==> src/include/mips_macros.svh <==
`ifndef MIPS_MACROS_SVH
`define MIPS_MACROS_SVH

// width of every datapath word.
`define MIPS_DATA_WIDTH 32

// a register address selects one of the architectural registers.
`define MIPS_REG_ADDR_WIDTH 5
`define MIPS_REG_COUNT 32

`endif

==> src/source/register_file.sv <==
`timescale 1ns/10ps
`default_nettype none
`include "mips_macros.svh"

module register_file (
	input  logic clk,
	input  logic reset,
	input  logic [`MIPS_REG_ADDR_WIDTH-1:0] read_address_a,
	input  logic [`MIPS_REG_ADDR_WIDTH-1:0] read_address_b,
	output logic [`MIPS_DATA_WIDTH-1:0] read_data_a,
	output logic [`MIPS_DATA_WIDTH-1:0] read_data_b,
	input  logic write_enable,
	input  logic [`MIPS_REG_ADDR_WIDTH-1:0] write_address,
	input  logic [`MIPS_DATA_WIDTH-1:0] write_data
);

	logic [`MIPS_DATA_WIDTH-1:0] registers [`MIPS_REG_COUNT];
	logic write_active;

	assign write_active = write_enable && (write_address != '0);

	// a read of the register being written sees the new value in the same cycle.
	function automatic logic [`MIPS_DATA_WIDTH-1:0] read_port(
		input logic [`MIPS_REG_ADDR_WIDTH-1:0] address
	);
		if (write_active && (address == write_address))
			return write_data;
		return registers[address];
	endfunction

	always_comb begin
		read_data_a = read_port(read_address_a);
		read_data_b = read_port(read_address_b);
	end

	always_ff @(posedge clk, posedge reset) begin
		if (reset) begin
			for (int i = 0; i < `MIPS_REG_COUNT; i++)
				registers[i] <= '0;
		end else if (write_active) begin
			registers[write_address] <= write_data;
		end
	end

endmodule

`default_nettype wire

==> config.mk <==
export PLATFORM = sky130hd
export DESIGN_NAME = register_file
export DESIGN_NICKNAME = d
export VERILOG_FILES = /design/src/source/register_file.sv
export VERILOG_INCLUDE_DIRS = /design/src /design/src/include
export SDC_FILE = /design/constraint.sdc
export NUM_CORES = 2
export LEC_CHECK = 0
export ABC_CLOCK_PERIOD_IN_PS = 40100
export BUFFER_PORTS_ARGS = -buffer_cell sky130_fd_sc_hd__buf_2
export CAP_MARGIN = 15
export CORE_MARGIN = 2
export CORE_UTILIZATION = 45
export DETAILED_ROUTE_END_ITERATION = 16
export SKIP_LAST_GASP = 1
export SYNTH_ARGS = -nofsm -noshare
export SYNTH_HDL_FRONTEND = slang
export SYNTH_SLANG_ARGS = --single-unit
export TNS_END_PERCENT = 50
==> constraint.sdc <==
create_clock -name clk -period 40.1 [get_ports clk]
set_input_delay 2.005 -clock clk [delete_from_list [all_inputs] [get_ports clk]]
set_output_delay 2.005 -clock clk [all_outputs]
set_load 0.01 [all_outputs]
---- Word level (Yosys, flattened, before mapping) ----
Cells that the tools add are included.
operators by class
  $add $sub $neg .......................... 0
  multiply operators ...................... 0
  div/mod/pow operators ................... 0
  magnitude comparators ................... 4
  equal/unequal tests ..................... 2
  shift-type cells ........................ 0
  mux-type cells .......................... 15
  bitwise logic cells ..................... 3
  reduce and logical (&&, ||, !) cells .... 5
operators by type and width
  operator                                                   number
  bitwise mux 1024 bit                                       1
  binary-select mux 32 bit (select 5 bit)                    2
  two-way mux 32 bit                                         9
  demux 32 bit (select 5 bit)                                1
  greater-or-equal comparator 6 bit (second input constant)  3
  inverter 5 -> 6 bit                                        3
  == test 5 bit                                              2
  < comparator 6 x 1 -> 1 bit (second input constant)        1
  nonzero test 5 bit                                         1
  logical AND 1 bit                                          4
  two-way mux 1 bit                                          2
storage, ports and cells
  register bits ........................... 1024
  latch bits .............................. 0
  RAM bits ................................ 0
  ROM bits ................................ 0
  bits of input ports ..................... 50
  output and inout port bits .............. 64
  word-level logic and storage cells ...... 61
  memories kept ........................... 0

---- Depth between registers and ports, before layout ----
  depth in word-level cells ............... 6
  gate-level depth with buffers ........... 9
  mapped depth without buffers ............ 5

---- Worst setup path before layout ----
No wires, ideal clock.
  path type ............................... input -> output
  start ................................... input read_address_a[3]
  end ..................................... output read_data_a[0]
  arrival time ............................ 3620 ps
  required time ........................... 38095 ps
  slack ................................... 34475 ps
  stages .................................. 7
  buffers on the path ..................... 3
  cells stage by stage .................... buf_2 or3b_2 clkbuf_1 clkbuf_1 o22ai_1 or4_1 o21ai_0
on the way
  cells in the longest elaborated chain, start to end .. 5
  elaborated cells on any way between the ends .. 8
  classes of those cells .................. eq/ne (1); mux (5); bitwise (1); reduce/logical (1)
ends and longest elaborated chain
  item                                                   RTL line             text
  start, declared                                        register_file.sv:8   input logic [`MIPS_REG_ADDR_WIDTH-1:0] read_address_a,
  inverter 5 -> 6 bit (implied by the code)              register_file.sv:28  return registers[address];
  binary-select mux 32 bit (select 5 bit)                register_file.sv:28
  two-way mux 32 bit (implied by the code) (2 in a row)  register_file.sv:28
  two-way mux 32 bit *                                   register_file.sv:28
  end, declared                                          register_file.sv:10  output logic [`MIPS_DATA_WIDTH-1:0] read_data_a,
Every way passes the cells marked *; elsewhere a longest branch is shown, timed or not. The select of a mux whose other input is x is not followed.

---- Final worst setup path ----
  start ................................... input read_address_b[0]
  end ..................................... output read_data_b[26]
on the way
  cells in the longest elaborated chain, start to end .. 5
  elaborated cells on any way between the ends .. 8
  classes of those cells .................. eq/ne (1); mux (5); bitwise (1); reduce/logical (1)
ends and longest elaborated chain
  item                                                   RTL line             text
  start, declared                                        register_file.sv:9   input logic [`MIPS_REG_ADDR_WIDTH-1:0] read_address_b,
  inverter 5 -> 6 bit (implied by the code)              register_file.sv:28
  binary-select mux 32 bit (select 5 bit)                register_file.sv:28
  two-way mux 32 bit (implied by the code) (2 in a row)  register_file.sv:28
  two-way mux 32 bit *                                   register_file.sv:28
  end, declared                                          register_file.sv:11  output logic [`MIPS_DATA_WIDTH-1:0] read_data_b,
Marks and branches as above.

==> implementation parameters <==
Parameter                              Value

Timing
  Tmin final    8.20 ns
  Period utilisation layout    20.5%
  Setup violators final    0
  Final number of max-transition violations    0
  F_max    122 MHz
  Relative slew slack    20.2%
  Final total negative setup slack    0 ns
  Final number of hold-violating endpoints    0
  Clock Skews    0 ns
  Actual slew at the worst max-slew pin    1.19 ns
  Unrepaired setup endpoints after global routing    no

Layout
  Synthesis-to-layout area growth    9.37%
  Register with the most flip-flops    registers
  Most common cell after layout, fill and taps aside    sky130_fd_sc_hd__dfrtp_1
  Flip-flop count of the largest register, all copies and words added    1,024
  Finished Cell Area    58,600 µm²
  Highest-count cells in the layout ignoring fill and taps    1,024 x sky130_fd_sc_hd__dfrtp_1, 991 x sky130_fd_sc_hd__mux2_2, 509 x sky130_fd_sc_hd__mux4_2, 252 x sky130_fd_sc_hd__o22ai_1, 114 x sky130_fd_sc_hd__clkbuf_16
  Finished Core Util    49.7%
  Final-stage net count    3,421
  Share of cells above drive strength 1    55.1%
  Registers with the most flip-flops    registers: 1024 flops

Route
  Routed wire length on met3    14,000 µm
  Drt pass-1 iters    5
  Post-Route WL    173,000 µm
  Length of routed met2 wiring    83,200 µm
  Highest routing layer actually used    met5
  DRT iter0 DRCs    3,677
  Metal1 wirelength    68,100 µm
  Per-cell routed wire length    34.5 µm
  Count of nets left with antenna violations after detail routing    0
  Detailed-route via count    34,000
  Post-route DRC    0
  Via-to-Cell Ratio    6.79

Synth
  Post-synth EDFFs    0
  Proportion of synthesized flip-flops having asynchronous set or reset    100%
  Post-Syn Nets    3,531
  Synth Instances    3,481
  Yosys reg bits    1,024
  Cell types occupying the most area after synthesis    sky130_fd_sc_hd__dfrtp_1 48%, sky130_fd_sc_hd__mux4_2 21%, sky130_fd_sc_hd__mux2_2 21%
  Fraction of synthesized cell area taken by the top area cell type    47.8%
  Count of distinct cell types in the synthesized netlist    43
  Portion of the post-synthesis area used by sequential elements    47.8%
  Yosys top cell by area    sky130_fd_sc_hd__dfrtp_1
  Dominant register cell in the synthesized netlist    sky130_fd_sc_hd__dfrtp_1
  Number of warnings printed during yosys synthesis    0
  Post-synthesis instance area    53,600 µm²
  Synthesized area per cell    15.4 µm²

Setup path
  Standard cell with the maximum stage delay on the critical path    sky130_fd_sc_hd__buf_4
  Delay of the slowest cell on the worst path    0.88 ns
  Cell-by-cell trace of the critical path    buf_8 -> buf_4 -> buf_4 -> mux4_2 -> o22ai_1 -> or4_1 -> o21ai_0 -> buf_2
  Buf+Inv Stages, Crit Path    4
  Required time of the critical path    38.10 ns
  Maximum fanout along the worst path    69
  Kind of end point of the critical path    output pin
  Worst Path Class, Setup    input port to output pin
  Data arrival at the endpoint of the critical path    6.20 ns
  Top cell family by delay on the critical path    buffers and inverters
  Most frequent CP cell    sky130_fd_sc_hd__buf_4
  Nature of the critical path startpoint    input port

Floorplanning
  Std-Cell Core Area    118,000 µm²
  Die Y    349 µm
  Floorplan row count    126
  Io pins    114
  Initial Utilization    45.4%
  Die W    349 µm
  Area enclosed by the die boundary    122,000 µm²

Clock network
  Number of buffers inserted by post-CTS setup repair    0
  Register clock-pin slew on the reported worst setup and hold paths    0.06 ns
  Root buf cell    sky130_fd_sc_hd__clkbuf_16
  Cts repair resizes    0
  Bufs on Longest Clock Path    3
  Cts hold-fix bufs    0
  Insertion delay of the later-clocked pin in the worst-skew pair    0.69 ns
  H-Tree Level Count    3
  Cts bufs inserted    110
  Clock Sink Count    1,024
  TritonCTS clock tree    yes

Global route
  Maximum number of pins on one net before global-route repair    191
  Remaining global-route overflow    0
  Number of global-route vias before repair    36,100
  Initial antenna violation count    15
  GRT Total Usage    28.7%
  Global-route wire length before repair    254,000 µm

Placement
  IO buf count    113
  Post-DP Area    54,800 µm²
  Placer's final routability congestion estimate    0.804
  HPWL reported at the end of detailed placement    98,200 µm

Power
  Leakage power    0.0251 µW
  PD cells    51.2 nW/µm²
  Peak supply drop    0.0336 mV

Flow run
  Number of max-capacitance violations reported    0

Min path
  Hold Crit Class    register to register

Run status
  Result of the run    complete, no violations
## through the flow
stage | setup WS (ns) | instances | hold slack (ns) | power (µW)
finish | 31.90 | 5004 | 0.397 | 3000
global route | 31.57 | 5001 | 0.411 | 3120
global placement | 31.66 | 4794 | 0.376 | 1910
CTS | 31.74 | 4997 | 0.396 | 3010
floorplan | 9.28 | 3481 | 0.441 | 1800
detailed placement | 31.74 | 4794 | 0.383 | 1960
## layout make-up
cell class / count / area (µm²)
antenna: 6 / 15.0
clock buffer: 177 / 3430
clock inverter: 26 / 330
fill: 9714 / 59400
inverter: 1 / 11.3
multi-input combinational: 2044 / 26100
sequential: 1024 / 25600
tap: 1536 / 1920
timing repair buffer: 190 / 1240
## worst paths after layout
check	from	endpoint	slack (ns)	cells after the start
setup / recovery	read_address_b[0]	read_data_b[26]	31.90	8
hold / removal	registers[992]$_DFFE_PP0P_	registers[992]$_DFFE_PP0P_	0.40	0
setup reg to reg	registers[138]$_DFFE_PP0P_	registers[138]$_DFFE_PP0P_	39.29	1
hold reg to reg	registers[992]$_DFFE_PP0P_	registers[992]$_DFFE_PP0P_	0.40	0
max in group asynchronous	reset	registers[681]$_DFFE_PP0P_	36.06	4
min in group asynchronous	reset	registers[23]$_DFFE_PP0P_	1.49	2
## cells in the mapped netlist (2+ instances only)
master / n
sky130_fd_sc_hd__buf_4: 22
sky130_fd_sc_hd__nor3b_1: 3
sky130_fd_sc_hd__dfrtp_1: 1024
sky130_fd_sc_hd__clkbuf_1: 160
sky130_fd_sc_hd__nand3b_1: 11
sky130_fd_sc_hd__xor2_1: 4
sky130_fd_sc_hd__nand3_1: 8
sky130_fd_sc_hd__mux2i_1: 5
sky130_fd_sc_hd__nand4b_1: 3
sky130_fd_sc_hd__or3_1: 2
sky130_fd_sc_hd__nor2b_1: 2
sky130_fd_sc_hd__o21ai_0: 62
sky130_fd_sc_hd__o22ai_1: 252
sky130_fd_sc_hd__or4_1: 63
sky130_fd_sc_hd__buf_6: 40
sky130_fd_sc_hd__buf_2: 114
sky130_fd_sc_hd__nand2_1: 84
sky130_fd_sc_hd__xnor2_1: 6
sky130_fd_sc_hd__mux2_2: 991
sky130_fd_sc_hd__buf_1: 74
sky130_fd_sc_hd__mux4_2: 509
sky130_fd_sc_hd__buf_8: 2
sky130_fd_sc_hd__nor2_1: 19
sky130_fd_sc_hd__nor4_1: 2
## cell families after synthesis
group,Yosys count,share of synthesized area (%)
muxes,1507,42.4
buffers and inverters,413,3.91
xor gates and xnor gates,10,0.163
and+or+nand+nor,208,2.19
AOI/OAI and AO/OA,319,3.60
DFF,1024,47.8
## layer usage
| metal | vias to the layer above | global-route usage [%] |
|---|---|---|
| li1 | 13400 | - |
| met5 | - | 0 |
| met2 | 1547 | 45.9 |
| met4 | 6 | 12.1 |
| met1 | 18600 | 38.3 |
| met3 | 393 | 5.76 |
## power breakdown
group / internal (µW) / total [µW] / switching [µW]
Clock: 626 / 1060 / 431
Combinational: 349 / 573 / 224
Sequential: 1230 / 1370 / 142
Total: 2200 / 3000 / 797
Note: power is estimated with default switching activity, not from simulation.
