<file path="src/include/mips_macros.svh">
`ifndef MIPS_MACROS_SVH
`define MIPS_MACROS_SVH

// width of every datapath word.
`define MIPS_DATA_WIDTH 32

// a register address selects one of the architectural registers.
`define MIPS_REG_ADDR_WIDTH 5
`define MIPS_REG_COUNT 32

`endif

</file>
<file path="src/source/mips_isa_pkg.sv">
`default_nettype none
`include "mips_macros.svh"

package mips_isa_pkg;

	typedef enum logic [5:0] {
		OP_RTYPE = 6'h00,
		OP_J     = 6'h02,
		OP_JAL   = 6'h03,
		OP_ADDIU = 6'h09,
		OP_SLTI  = 6'h0a,
		OP_ORI   = 6'h0d,
		OP_SW    = 6'h2b
	} opcode_t;

	typedef enum logic [5:0] {
		FUNCT_MFHI = 6'h10,
		FUNCT_MFLO = 6'h12,
		FUNCT_MULT = 6'h18,
		FUNCT_ADDU = 6'h21,
		FUNCT_SUBU = 6'h23,
		FUNCT_AND  = 6'h24,
		FUNCT_OR   = 6'h25,
		FUNCT_SLT  = 6'h2a
	} funct_t;

	// the alu code reuses the funct encoding, so r-type decode is a plain cast.
	typedef enum logic [5:0] {
		ALU_NOP  = 6'h00,
		ALU_MFHI = 6'h10,
		ALU_MFLO = 6'h12,
		ALU_MULT = 6'h18,
		ALU_ADDU = 6'h21,
		ALU_SUBU = 6'h23,
		ALU_AND  = 6'h24,
		ALU_OR   = 6'h25,
		ALU_SLT  = 6'h2a
	} alu_function_t;

	typedef enum logic [1:0] {
		SRC_B_REGISTER,
		SRC_B_SIGN_IMMEDIATE,
		SRC_B_ZERO_IMMEDIATE
	} alu_src_b_t;

	typedef enum logic [1:0] {
		DEST_RT,
		DEST_RD,
		DEST_RA
	} register_destination_t;

	typedef struct packed {
		logic [`MIPS_REG_ADDR_WIDTH-1:0] rs;
		logic [`MIPS_REG_ADDR_WIDTH-1:0] rt;
		logic [`MIPS_REG_ADDR_WIDTH-1:0] rd;
		logic [4:0] shamt;
		funct_t funct;
	} register_fields_t;

	typedef struct packed {
		logic [`MIPS_REG_ADDR_WIDTH-1:0] rs;
		logic [`MIPS_REG_ADDR_WIDTH-1:0] rt;
		logic [15:0] immediate;
	} immediate_fields_t;

	// all three layouts cover the 26 bits below the opcode.
	typedef union packed {
		register_fields_t r;
		immediate_fields_t i;
		logic [25:0] index;
	} operand_fields_t;

	typedef struct packed {
		opcode_t opcode;
		operand_fields_t fields;
	} instruction_t;

endpackage

`default_nettype wire

</file>
<file path="src/source/mips_pipeline_pkg.sv">
`default_nettype none
`include "mips_macros.svh"

package mips_pipeline_pkg;

	import mips_isa_pkg::*;

	typedef struct packed {
		logic register_write;
		logic memory_to_register;
		logic memory_write;
		alu_src_b_t alu_src_b;
		register_destination_t register_destination;
		logic hi_register_write;
		logic lo_register_write;
		alu_function_t alu_function;
		logic program_counter_multiplexer_jump;
		logic j_instruction;
		logic using_hi_lo;
	} control_t;

	////////////////////////////////////////////////////
	// stage payloads.
	////////////////////////////////////////////////////

	typedef struct packed {
		control_t control;
		logic [`MIPS_REG_ADDR_WIDTH-1:0] rs;
		logic [`MIPS_REG_ADDR_WIDTH-1:0] rt;
		logic [`MIPS_REG_ADDR_WIDTH-1:0] rd;
		logic [`MIPS_DATA_WIDTH-1:0] sign_imm;
		logic [`MIPS_DATA_WIDTH-1:0] src_a;
		logic [`MIPS_DATA_WIDTH-1:0] src_b;
		logic [`MIPS_DATA_WIDTH-1:0] program_counter_plus_four;
		logic [`MIPS_DATA_WIDTH-1:0] j_program_counter;
	} decode_execute_t;

	// the store fields ride along with the register result. memory_write qualifies them.
	typedef struct packed {
		logic register_write;
		logic [`MIPS_REG_ADDR_WIDTH-1:0] write_register;
		logic [`MIPS_DATA_WIDTH-1:0] result;
		logic memory_write;
		logic [`MIPS_DATA_WIDTH-1:0] store_data;
		logic [`MIPS_DATA_WIDTH-1:0] memory_address;
	} execute_writeback_t;

endpackage

`default_nettype wire

</file>
<file path="src/source/decode_stage.sv">
`timescale 1ns/10ps
`default_nettype none
`include "mips_macros.svh"

module decode_stage (
	input  mips_isa_pkg::instruction_t instruction,
	input  logic [`MIPS_DATA_WIDTH-1:0] instruction_program_counter,
	input  logic instruction_valid,
	output logic [`MIPS_REG_ADDR_WIDTH-1:0] read_address_a,
	output logic [`MIPS_REG_ADDR_WIDTH-1:0] read_address_b,
	input  logic [`MIPS_DATA_WIDTH-1:0] read_data_a,
	input  logic [`MIPS_DATA_WIDTH-1:0] read_data_b,
	output mips_pipeline_pkg::decode_execute_t decoded
);

	import mips_isa_pkg::*;
	import mips_pipeline_pkg::*;

	control_t control;
	logic [`MIPS_DATA_WIDTH-1:0] program_counter_plus_four;

	assign read_address_a = instruction.fields.r.rs;
	assign read_address_b = instruction.fields.r.rt;

	assign program_counter_plus_four = instruction_program_counter + `MIPS_DATA_WIDTH'(4);

	////////////////////////////////////////////////////
	// control decoder.
	////////////////////////////////////////////////////

	// anything not listed stays all zero and moves down the pipe as a bubble.
	always_comb begin
		control = '0;
		if (instruction_valid) begin
			case (instruction.opcode)
				OP_RTYPE: begin
					case (instruction.fields.r.funct)
						FUNCT_ADDU, FUNCT_SUBU, FUNCT_AND, FUNCT_OR, FUNCT_SLT: begin
							control.register_write = 1'b1;
							control.register_destination = DEST_RD;
							control.alu_function = alu_function_t'(instruction.fields.r.funct);
						end
						FUNCT_MULT: begin
							control.hi_register_write = 1'b1;
							control.lo_register_write = 1'b1;
							control.alu_function = ALU_MULT;
						end
						FUNCT_MFHI, FUNCT_MFLO: begin
							control.register_write = 1'b1;
							control.register_destination = DEST_RD;
							control.using_hi_lo = 1'b1;
							control.alu_function = alu_function_t'(instruction.fields.r.funct);
						end
						default: control = '0;
					endcase
				end
				OP_ADDIU: begin
					control.register_write = 1'b1;
					control.alu_src_b = SRC_B_SIGN_IMMEDIATE;
					control.alu_function = ALU_ADDU;
				end
				OP_SLTI: begin
					control.register_write = 1'b1;
					control.alu_src_b = SRC_B_SIGN_IMMEDIATE;
					control.alu_function = ALU_SLT;
				end
				OP_ORI: begin
					control.register_write = 1'b1;
					control.alu_src_b = SRC_B_ZERO_IMMEDIATE;
					control.alu_function = ALU_OR;
				end
				OP_SW: begin
					control.memory_write = 1'b1;
					control.alu_src_b = SRC_B_SIGN_IMMEDIATE;
					control.alu_function = ALU_ADDU;
				end
				OP_J: begin
					control.program_counter_multiplexer_jump = 1'b1;
					control.j_instruction = 1'b1;
				end
				OP_JAL: begin
					control.program_counter_multiplexer_jump = 1'b1;
					control.j_instruction = 1'b1;
					control.register_write = 1'b1;
					control.register_destination = DEST_RA;
				end
				default: control = '0;
			endcase
		end
	end

	always_comb begin
		decoded.control = control;
		decoded.rs = instruction.fields.r.rs;
		decoded.rt = instruction.fields.r.rt;
		decoded.rd = instruction.fields.r.rd;
		decoded.sign_imm = {{16{instruction.fields.i.immediate[15]}},
			instruction.fields.i.immediate};
		decoded.src_a = read_data_a;
		decoded.src_b = read_data_b;
		decoded.program_counter_plus_four = program_counter_plus_four;
		// pseudo-direct target within the current 256 MB region.
		decoded.j_program_counter = {program_counter_plus_four[31:28],
			instruction.fields.index, 2'b00};
	end

endmodule

`default_nettype wire

</file>
<file path="config.mk">
export PLATFORM = sky130hd
export DESIGN_NAME = decode_stage
export DESIGN_NICKNAME = d
export VERILOG_FILES = /design/src/source/mips_isa_pkg.sv /design/src/source/mips_pipeline_pkg.sv /design/src/source/decode_stage.sv
export VERILOG_INCLUDE_DIRS = /design/src /design/src/include
export SDC_FILE = /design/constraint.sdc
export NUM_CORES = 1
export LEC_CHECK = 0
export BUFFER_PORTS_ARGS = -buffer_cell sky130_fd_sc_hd__clkbuf_2
export CORE_AREA = 2 2 129 131
export DETAILED_ROUTE_END_ITERATION = 8
export DIE_AREA = 0 0 131 133
export PLACE_DENSITY = 0.43
export SLEW_MARGIN = 0
export SYNTH_ARGS = -nofsm -noshare
export SYNTH_HDL_FRONTEND = slang
export SYNTH_SLANG_ARGS = --single-unit
</file>
<file path="constraint.sdc">
create_clock -name vclk -period 1.45
set_input_delay 0.0725 -clock vclk [all_inputs]
set_output_delay 0.0725 -clock vclk [all_outputs]
set_load 0.005 [all_outputs]
</file>
Word level (Yosys, flattened, before mapping)
Index checks and enable logic that the tools add are counted.
- flip-flop bits (word level): 0
- bits in latches: 0
- memory bits (writable): 0
- bits in read-only memories: 0
- bits of input ports: 129
- output and inout port bits: 203
- word-level logic and storage cells: 36
- memories: 0
- add/sub/neg operators: 1
- $mul: 0
- divide/modulo/power cells: 0
- $lt $le $gt $ge: 0
- equality and inequality tests: 14
- shift operators: 0
- multiplexer cells: 14
- bitwise operators: 0
- reductions and logical operators: 7
- operator list (operator ; count):
    $eq A6 B6 Y1 const B ; 6
    $add A32 B3 Y32 const B ; 1
    $pmux W6 S4 ; 1
    $eq A6 B4 Y1 const B ; 3
    $eq A6 B5 Y1 const B ; 3
    $mux W18 ; 1
    $eq A6 B2 Y1 const B ; 2
    $pmux W6 S2 ; 1
    $pmux W2 S2 ; 2
    $reduce_or A7 Y1 ; 1
    $logic_not A6 Y1 ; 1
    $mux W2 ; 3
    $reduce_or A2 Y1 ; 3
    $mux W1 ; 5
    $reduce_or A4 Y1 ; 1
    $reduce_or A3 Y1 ; 1
    $pmux W1 S2 ; 1

Logic depth before layout (Yosys ltp)
Gate-level depths: netlist of the first run.
- word-level depth: 5
- mapped depth: 6
- mapped depth without buffers: 5

Least setup slack after synthesis of the first run
Ideal clock, no wire load.
- kind: input -> output
- start: input port instruction_program_counter[2]
- end: output port decoded[60] in the netlist's numbering
- data arrival time: 1.428 ns
- data required time: 1.378 ns
- setup slack: -0.051 ns
- stages: 6
- path buffers: 1
- cell sequence: ha_1 -> nand3_1 -> nor4_2 -> nand4_1 -> xnor2_1 -> buf_4
- RTL lines (what ; RTL line ; source):
    start: declaration ; decode_stage.sv:7 ; input logic [`MIPS_DATA_WIDTH-1:0] instruction_program_counter,
    end: declaration ; decode_stage.sv:13 ; output mips_pipeline_pkg::decode_execute_t decoded

==> impl_results.md, run 1 <==
- Outcome: finished, violations left
- Failing checks: negative setup slack
- WHS: 0.145 ns
- Vias in the first global route: 1745
- Place WS: -0.170 ns
- Sw Ratio: 0.473
- Fin util: 0.144
- P_leak: 1.03 nW
- Seq. cell area: 0 um2
- Antenna diodes: 0
- Crit-path slowest cell: or4_4
- Gate power share: 1.000
- Crit path arrival time: around 1.5 ns
- Design Area, Final: 2330 um2
- Fillcell total: roughly 1.9k
- Count of cell types in the netlist: 38
- Initial Utilization: 0.130
- Power share of the clock group: 0
- Area Overhead vs Synth: 10.7%
- DRT antenna net count: 0
- Psw: 212 uW
- Worst Setup SP: instruction[28]
- Grt ovf: 0
- Post-detailed-route wirelength per cell: 12.4 um
- CTS Hold Bufs: 0
- Placement Rows: 47
- GP Congestion: 0.808
- Syn_area_per_cell: 7.03 um2
- Power per cell area: approximately 190 nW/um2
- DR vias/cell: 3.43
- RSZ-0062 raised after global routing: yes
- Worst vdd ir: 0.0922 mV
- Part of the power in registers: 0
- CP Max Fanout: 6
- Max-cap violation count: 0
- # port buffers: 106
- Final worst slack: -0.104 ns
- Via count: 1755
- Nets: roughly 420
- Synth warn: 0
- Seq_cells: 0
- Syn Inst Count: 300
- Multi-input logic area: about 1100 um2
- Hold Crit Class: input pin to primary output
- Worst Setup EP: decoded[180]
- Die width: 131 um
- Syn Std Cell Area: 2110 um2
- Setup TNS: -0.324 ns
- Final Cycle Share: 1.07
- # setup viols final: 6
- First-pass GRT wire length: between 9000 and 10000 um
- Die area: 17400 um2
- Hold violation total from the final report: 0
- Crit. path cell count: 7
- Share of post-route cells with drive strength above 1: 0.615
- Initial DRC Count: 6
- Wire length on met2: 3420 um
- DRT met1 WL: 1810 um
- Peak Freq: 644 MHz
- Io pins: 332
- Die span in y: approximately 130 um
- Antenna violations before repair: 0
- Most frequent cells in the layout: 84 x clkbuf_2, 39 x buf_4, 22 x xnor2_1
- Placed Area: 1990 um2
- Final wirelength: 6340 um
- Top Metal Used: met4
- DR pass1 iterations: 4
- All-layer global routing usage: 0.0650
- DRC errors left: 0
- Largest net degree at the start of global routing: 20
- Startpoint types: input pin
- Core footprint: 16200 um2
- Slew Limit Fails: 0
- DP Wirelength: 5600 um
- Post-layout min period: between 1.5 and 2 ns
- CP endpoint kind: primary output
- Worst path max stage delay: 0.53 ns
- Crit path required time: 1.38 ns
- Crit-path cells: buf_6, or4_4, nor3_4, buf_12, o211ai_1, a211oi_1, buf_2
- Cell Int Power: 237 uW
- Met3 Wirelength: around 740 um
- Critical path buffer and inverter count: 3
- Clock Buffer Count: 0
- Commonest non-fill, non-tap cell in the layout: clkbuf_2
- Sequential cell area fraction in the yosys report: 0
- CP Class: input pin to primary output
- Cell family with most CP delay: simple AND/OR/NAND/NOR gates
## Yosys cell counts, drive strengths merged (2+ instances only)
master	count	share of area
a211oi	5	0.023
a21oi	5	0.012
and2	3	0.0089
and3	5	0.015
buf	159	0.56
clkbuf	2	0.0036
inv	7	0.012
nand2	15	0.027
nand2b	2	0.0059
nand3	11	0.026
nand4	13	0.039
nor2	11	0.020
nor2b	3	0.0089
nor3	6	0.020
nor3b	2	0.0071
nor4	2	0.012
o21ai	3	0.0071
or2	2	0.0059
xnor2	25	0.10
xor2	5	0.021
## stage by stage
step           total power, mW  std cells
2_1_floorplan            0.471        302
3_3_place_gp             0.395        502
3_5_place_dp             0.389        502
4_1_cts                  0.416        504
5_1_grt                  0.494        511
6_report                 0.449        511
## cell type report
| cell class | count | share of cell area |
|---|---|---|
| Tap cell | 220 | 0.118 |
| Timing Repair Buffer | 150 | 0.420 |
| Inverter | 7 | 0.0113 |
| Multi-Input combinational cell | 134 | 0.450 |
## power by group through the flow
| stage | clock (mW) | combinational [mW] | sequential [mW] |
|---|---|---|---|
| floorplan | 0 | 0.471 | 0 |
| global placement | 0 | 0.395 | 0 |
| detailed placement | 0 | 0.389 | 0 |
| CTS | 0 | 0.416 | 0 |
| global route | 0 | 0.494 | 0 |
| finish | 0 | 0.449 | 0 |
## layer usage
layer,up-vias,global-route usage
met5,-,0
met4,0,0.0349
met3,40,0.0206
met2,144,0.134
met1,756,0.0508
li1,815,-
## cell families after synthesis
family	Yosys count	share of synthesized area
buffers and inverters	168	0.581
AND/OR/NAND/NOR	81	0.218
XOR/XNOR	30	0.125
AO/OA/AOI/OAI	19	0.0682
adder cells (fa/ha/maj)	1	0.00593
other	1	0.00178
## worst min path at each step
stage	cells past startpoint	start	slack, ns	endpoint
after floorplan	1	instruction_program_counter[2]	0.17	decoded[34]
after global placement	0	read_data_a[4]	0.15	decoded[100]
after detailed placement	0	read_data_a[4]	0.15	decoded[100]
after CTS	0	read_data_a[4]	0.15	decoded[100]
after global routing	0	read_data_a[11]	0.15	decoded[107]
final	0	read_data_a[18]	0.15	decoded[114]
## repair_timing
item / 4_1_cts / 5_1_grt
pin swaps: 9 / 22
gates resized for setup: 20 / 43
setup endpoints to repair: 15 / 24
setup buffers: 2 / 8
Note: power is estimated with default switching activity, not from simulation.
==> run 2: changes to the inputs <==
--- a/config.mk
+++ b/config.mk
@@ -10,6 +10,7 @@
 export CORE_AREA = 2 2 129 131
 export DETAILED_ROUTE_END_ITERATION = 8
 export DIE_AREA = 0 0 131 133
+export GPL_TIMING_DRIVEN = 0
 export PLACE_DENSITY = 0.43
 export SLEW_MARGIN = 0
 export SYNTH_ARGS = -nofsm -noshare
==> impl_results.md, run 2 (synthesis results as in run 1) <==
- WHS: 0.312 ns
- Met2 usage: 0.181
- # port buffers: 241
- Antenna diodes: 0
- Power per cell area: 228 nW/um2
- GP Congestion: just over 0.7
- CP endpoint kind: primary output
- CP Max Fanout: 6
- Worst vdd ir: ~0.12 mV
- Seq_cells: 0
- Design Area, Final: roughly 4200 um2
- Crit path required time: approximately 1.4 ns
- Met1 usage: 0.0752
- Core footprint: 16200 um2
- Fin util: 0.261
- Seq. cell area: 0 um2
- Io pins: 332
- Max-cap violation count: 0
- Die span in y: between 100 and 150 um
- CP Class: input pin to primary output
- Vias in the first global route: around 2.4k
- Final wirelength: 8440 um
- Clock Buffer Count: 0
- Crit path arrival time: 1.51 ns
- Final Cycle Share: 1.09
- Crit-path slowest cell: or4_4
- Placed Area: 3610 um2
- Psw: ~360 uW
- Via count: 2726
- Cell family with most CP delay: simple AND/OR/NAND/NOR gates
- Largest net degree at the start of global routing: 20
- Grt ovf: 0
- GR Util met3: 0.0190
- RSZ-0062 raised after global routing: yes
- Area Overhead vs Synth: 100%
- Commonest non-fill, non-tap cell in the layout: clkbuf_2
- Initial DRC Count: 15
- Critical path buffer and inverter count: 3
- Die width: 131 um
- Hold Crit Class: input pin to primary output
- Crit-path cells: buf_8, or4_4, nor3_4, buf_6, nand3_2, a211oi_2, buf_2
- Cell Int Power: around 600 uW
- DRC errors left: 0
- Power share of the clock group: 0
- CTS Hold Bufs: 0
- First-pass GRT wire length: 12000 um
- Sw Ratio: 0.375
- DP Wirelength: 7220 um
- Startpoint types: input pin
- Post-detailed-route wirelength per cell: 10.8 um
- Nets: 692
- DR vias/cell: 3.49
- Final std cells w/o fill: between 700 and 800
- Share of post-route cells with drive strength above 1: 0.830
- DR pass1 iterations: 4
- P_leak: 2.32 nW
- All-layer global routing usage: 0.0825
- Die area: 17400 um2
- Peak Freq: around 630 MHz
- Initial Utilization: 0.130
- Antenna violations before repair: 0
- Post-layout min period: 1.58 ns
- Final worst slack: -0.133 ns
- DRT antenna net count: 0
- Failing checks: negative setup slack
- Most frequent cells in the layout: 203 x clkbuf_2, 167 x buf_4, 24 x buf_2
- # setup viols final: 21
- Place WS: -0.627 ns
- Slew Limit Fails: 0
- Gate power share: 1.000
- Busiest layer in global routing: met2
- Outcome: finished, violations left
- Placement Rows: 47
- Placed cell count: 763
- Part of the power in registers: 0
- Worst path max stage delay: 0.53 ns
- Hold violation total from the final report: 0
-- run 2: cell types whose count changed in the layout (fill, tap and decap cells not counted), moves of 3 or more --
cell / change
xnor2_1: -6
buf_4: +128
clkbuf_2: +119
xnor2_2: +6
nand3_4: +4
buf_6: +3
clkbuf_8: +3
nand3_1: -6
nand2_1: -3
buf_2: +15
-- run 2: worst paths after layout --
| kind | depth (start not counted) | end | start |
|---|---|---|---|
| min | 2 | decoded[87] | read_data_b[23] |
| max | 7 | decoded[178] | instruction[28] |
-- run 2: what timing repair did --
action / 4_1_cts / 5_1_grt
resized for setup: 60 / 68
pin swaps: 30 / 32
setup buffers: 14 / 5
endpoints found under the setup margin: 33 / 33
-- run 2: metal layers --
layer / share of wire / vias to the layer above / wire (um)
met1: 0.30 / 1176 / 2570
met4: 0.0089 / 0 / 75
met2: 0.56 / 192 / 4760
met5: 0 / - / 0
met3: 0.12 / 4 / 1050
li1: - / 1354 / -
-- run 2: power groups by stage --
stage                     clock [mW]  combinational (mW)  sequential [mW]
after detailed placement           0               0.868                0
after floorplan                    0               0.471                0
final                              0               0.963                0
after global routing               0                1.05                0
after CTS                          0               0.939                0
after global placement             0               0.871                0
-- run 2: through the flow --
step	power [mW]	setup TNS, ns
after CTS	0.939	-1.50
after detailed placement	0.868	-10.33
after floorplan	0.471	0
after global routing	1.05	-3.33
final	0.963	-1.30
after global placement	0.871	-10.48
-- run 2: final cells by class --
| cell class | count | area [um2] |
|---|---|---|
| plain buffers | 159 | 1200 |
| fillers | 1812 | 11900 |
| inverters | 7 | 26.3 |
| multi-input cells | 134 | 1210 |
| well taps | 220 | 275 |
| repair buffers | 260 | 1510 |
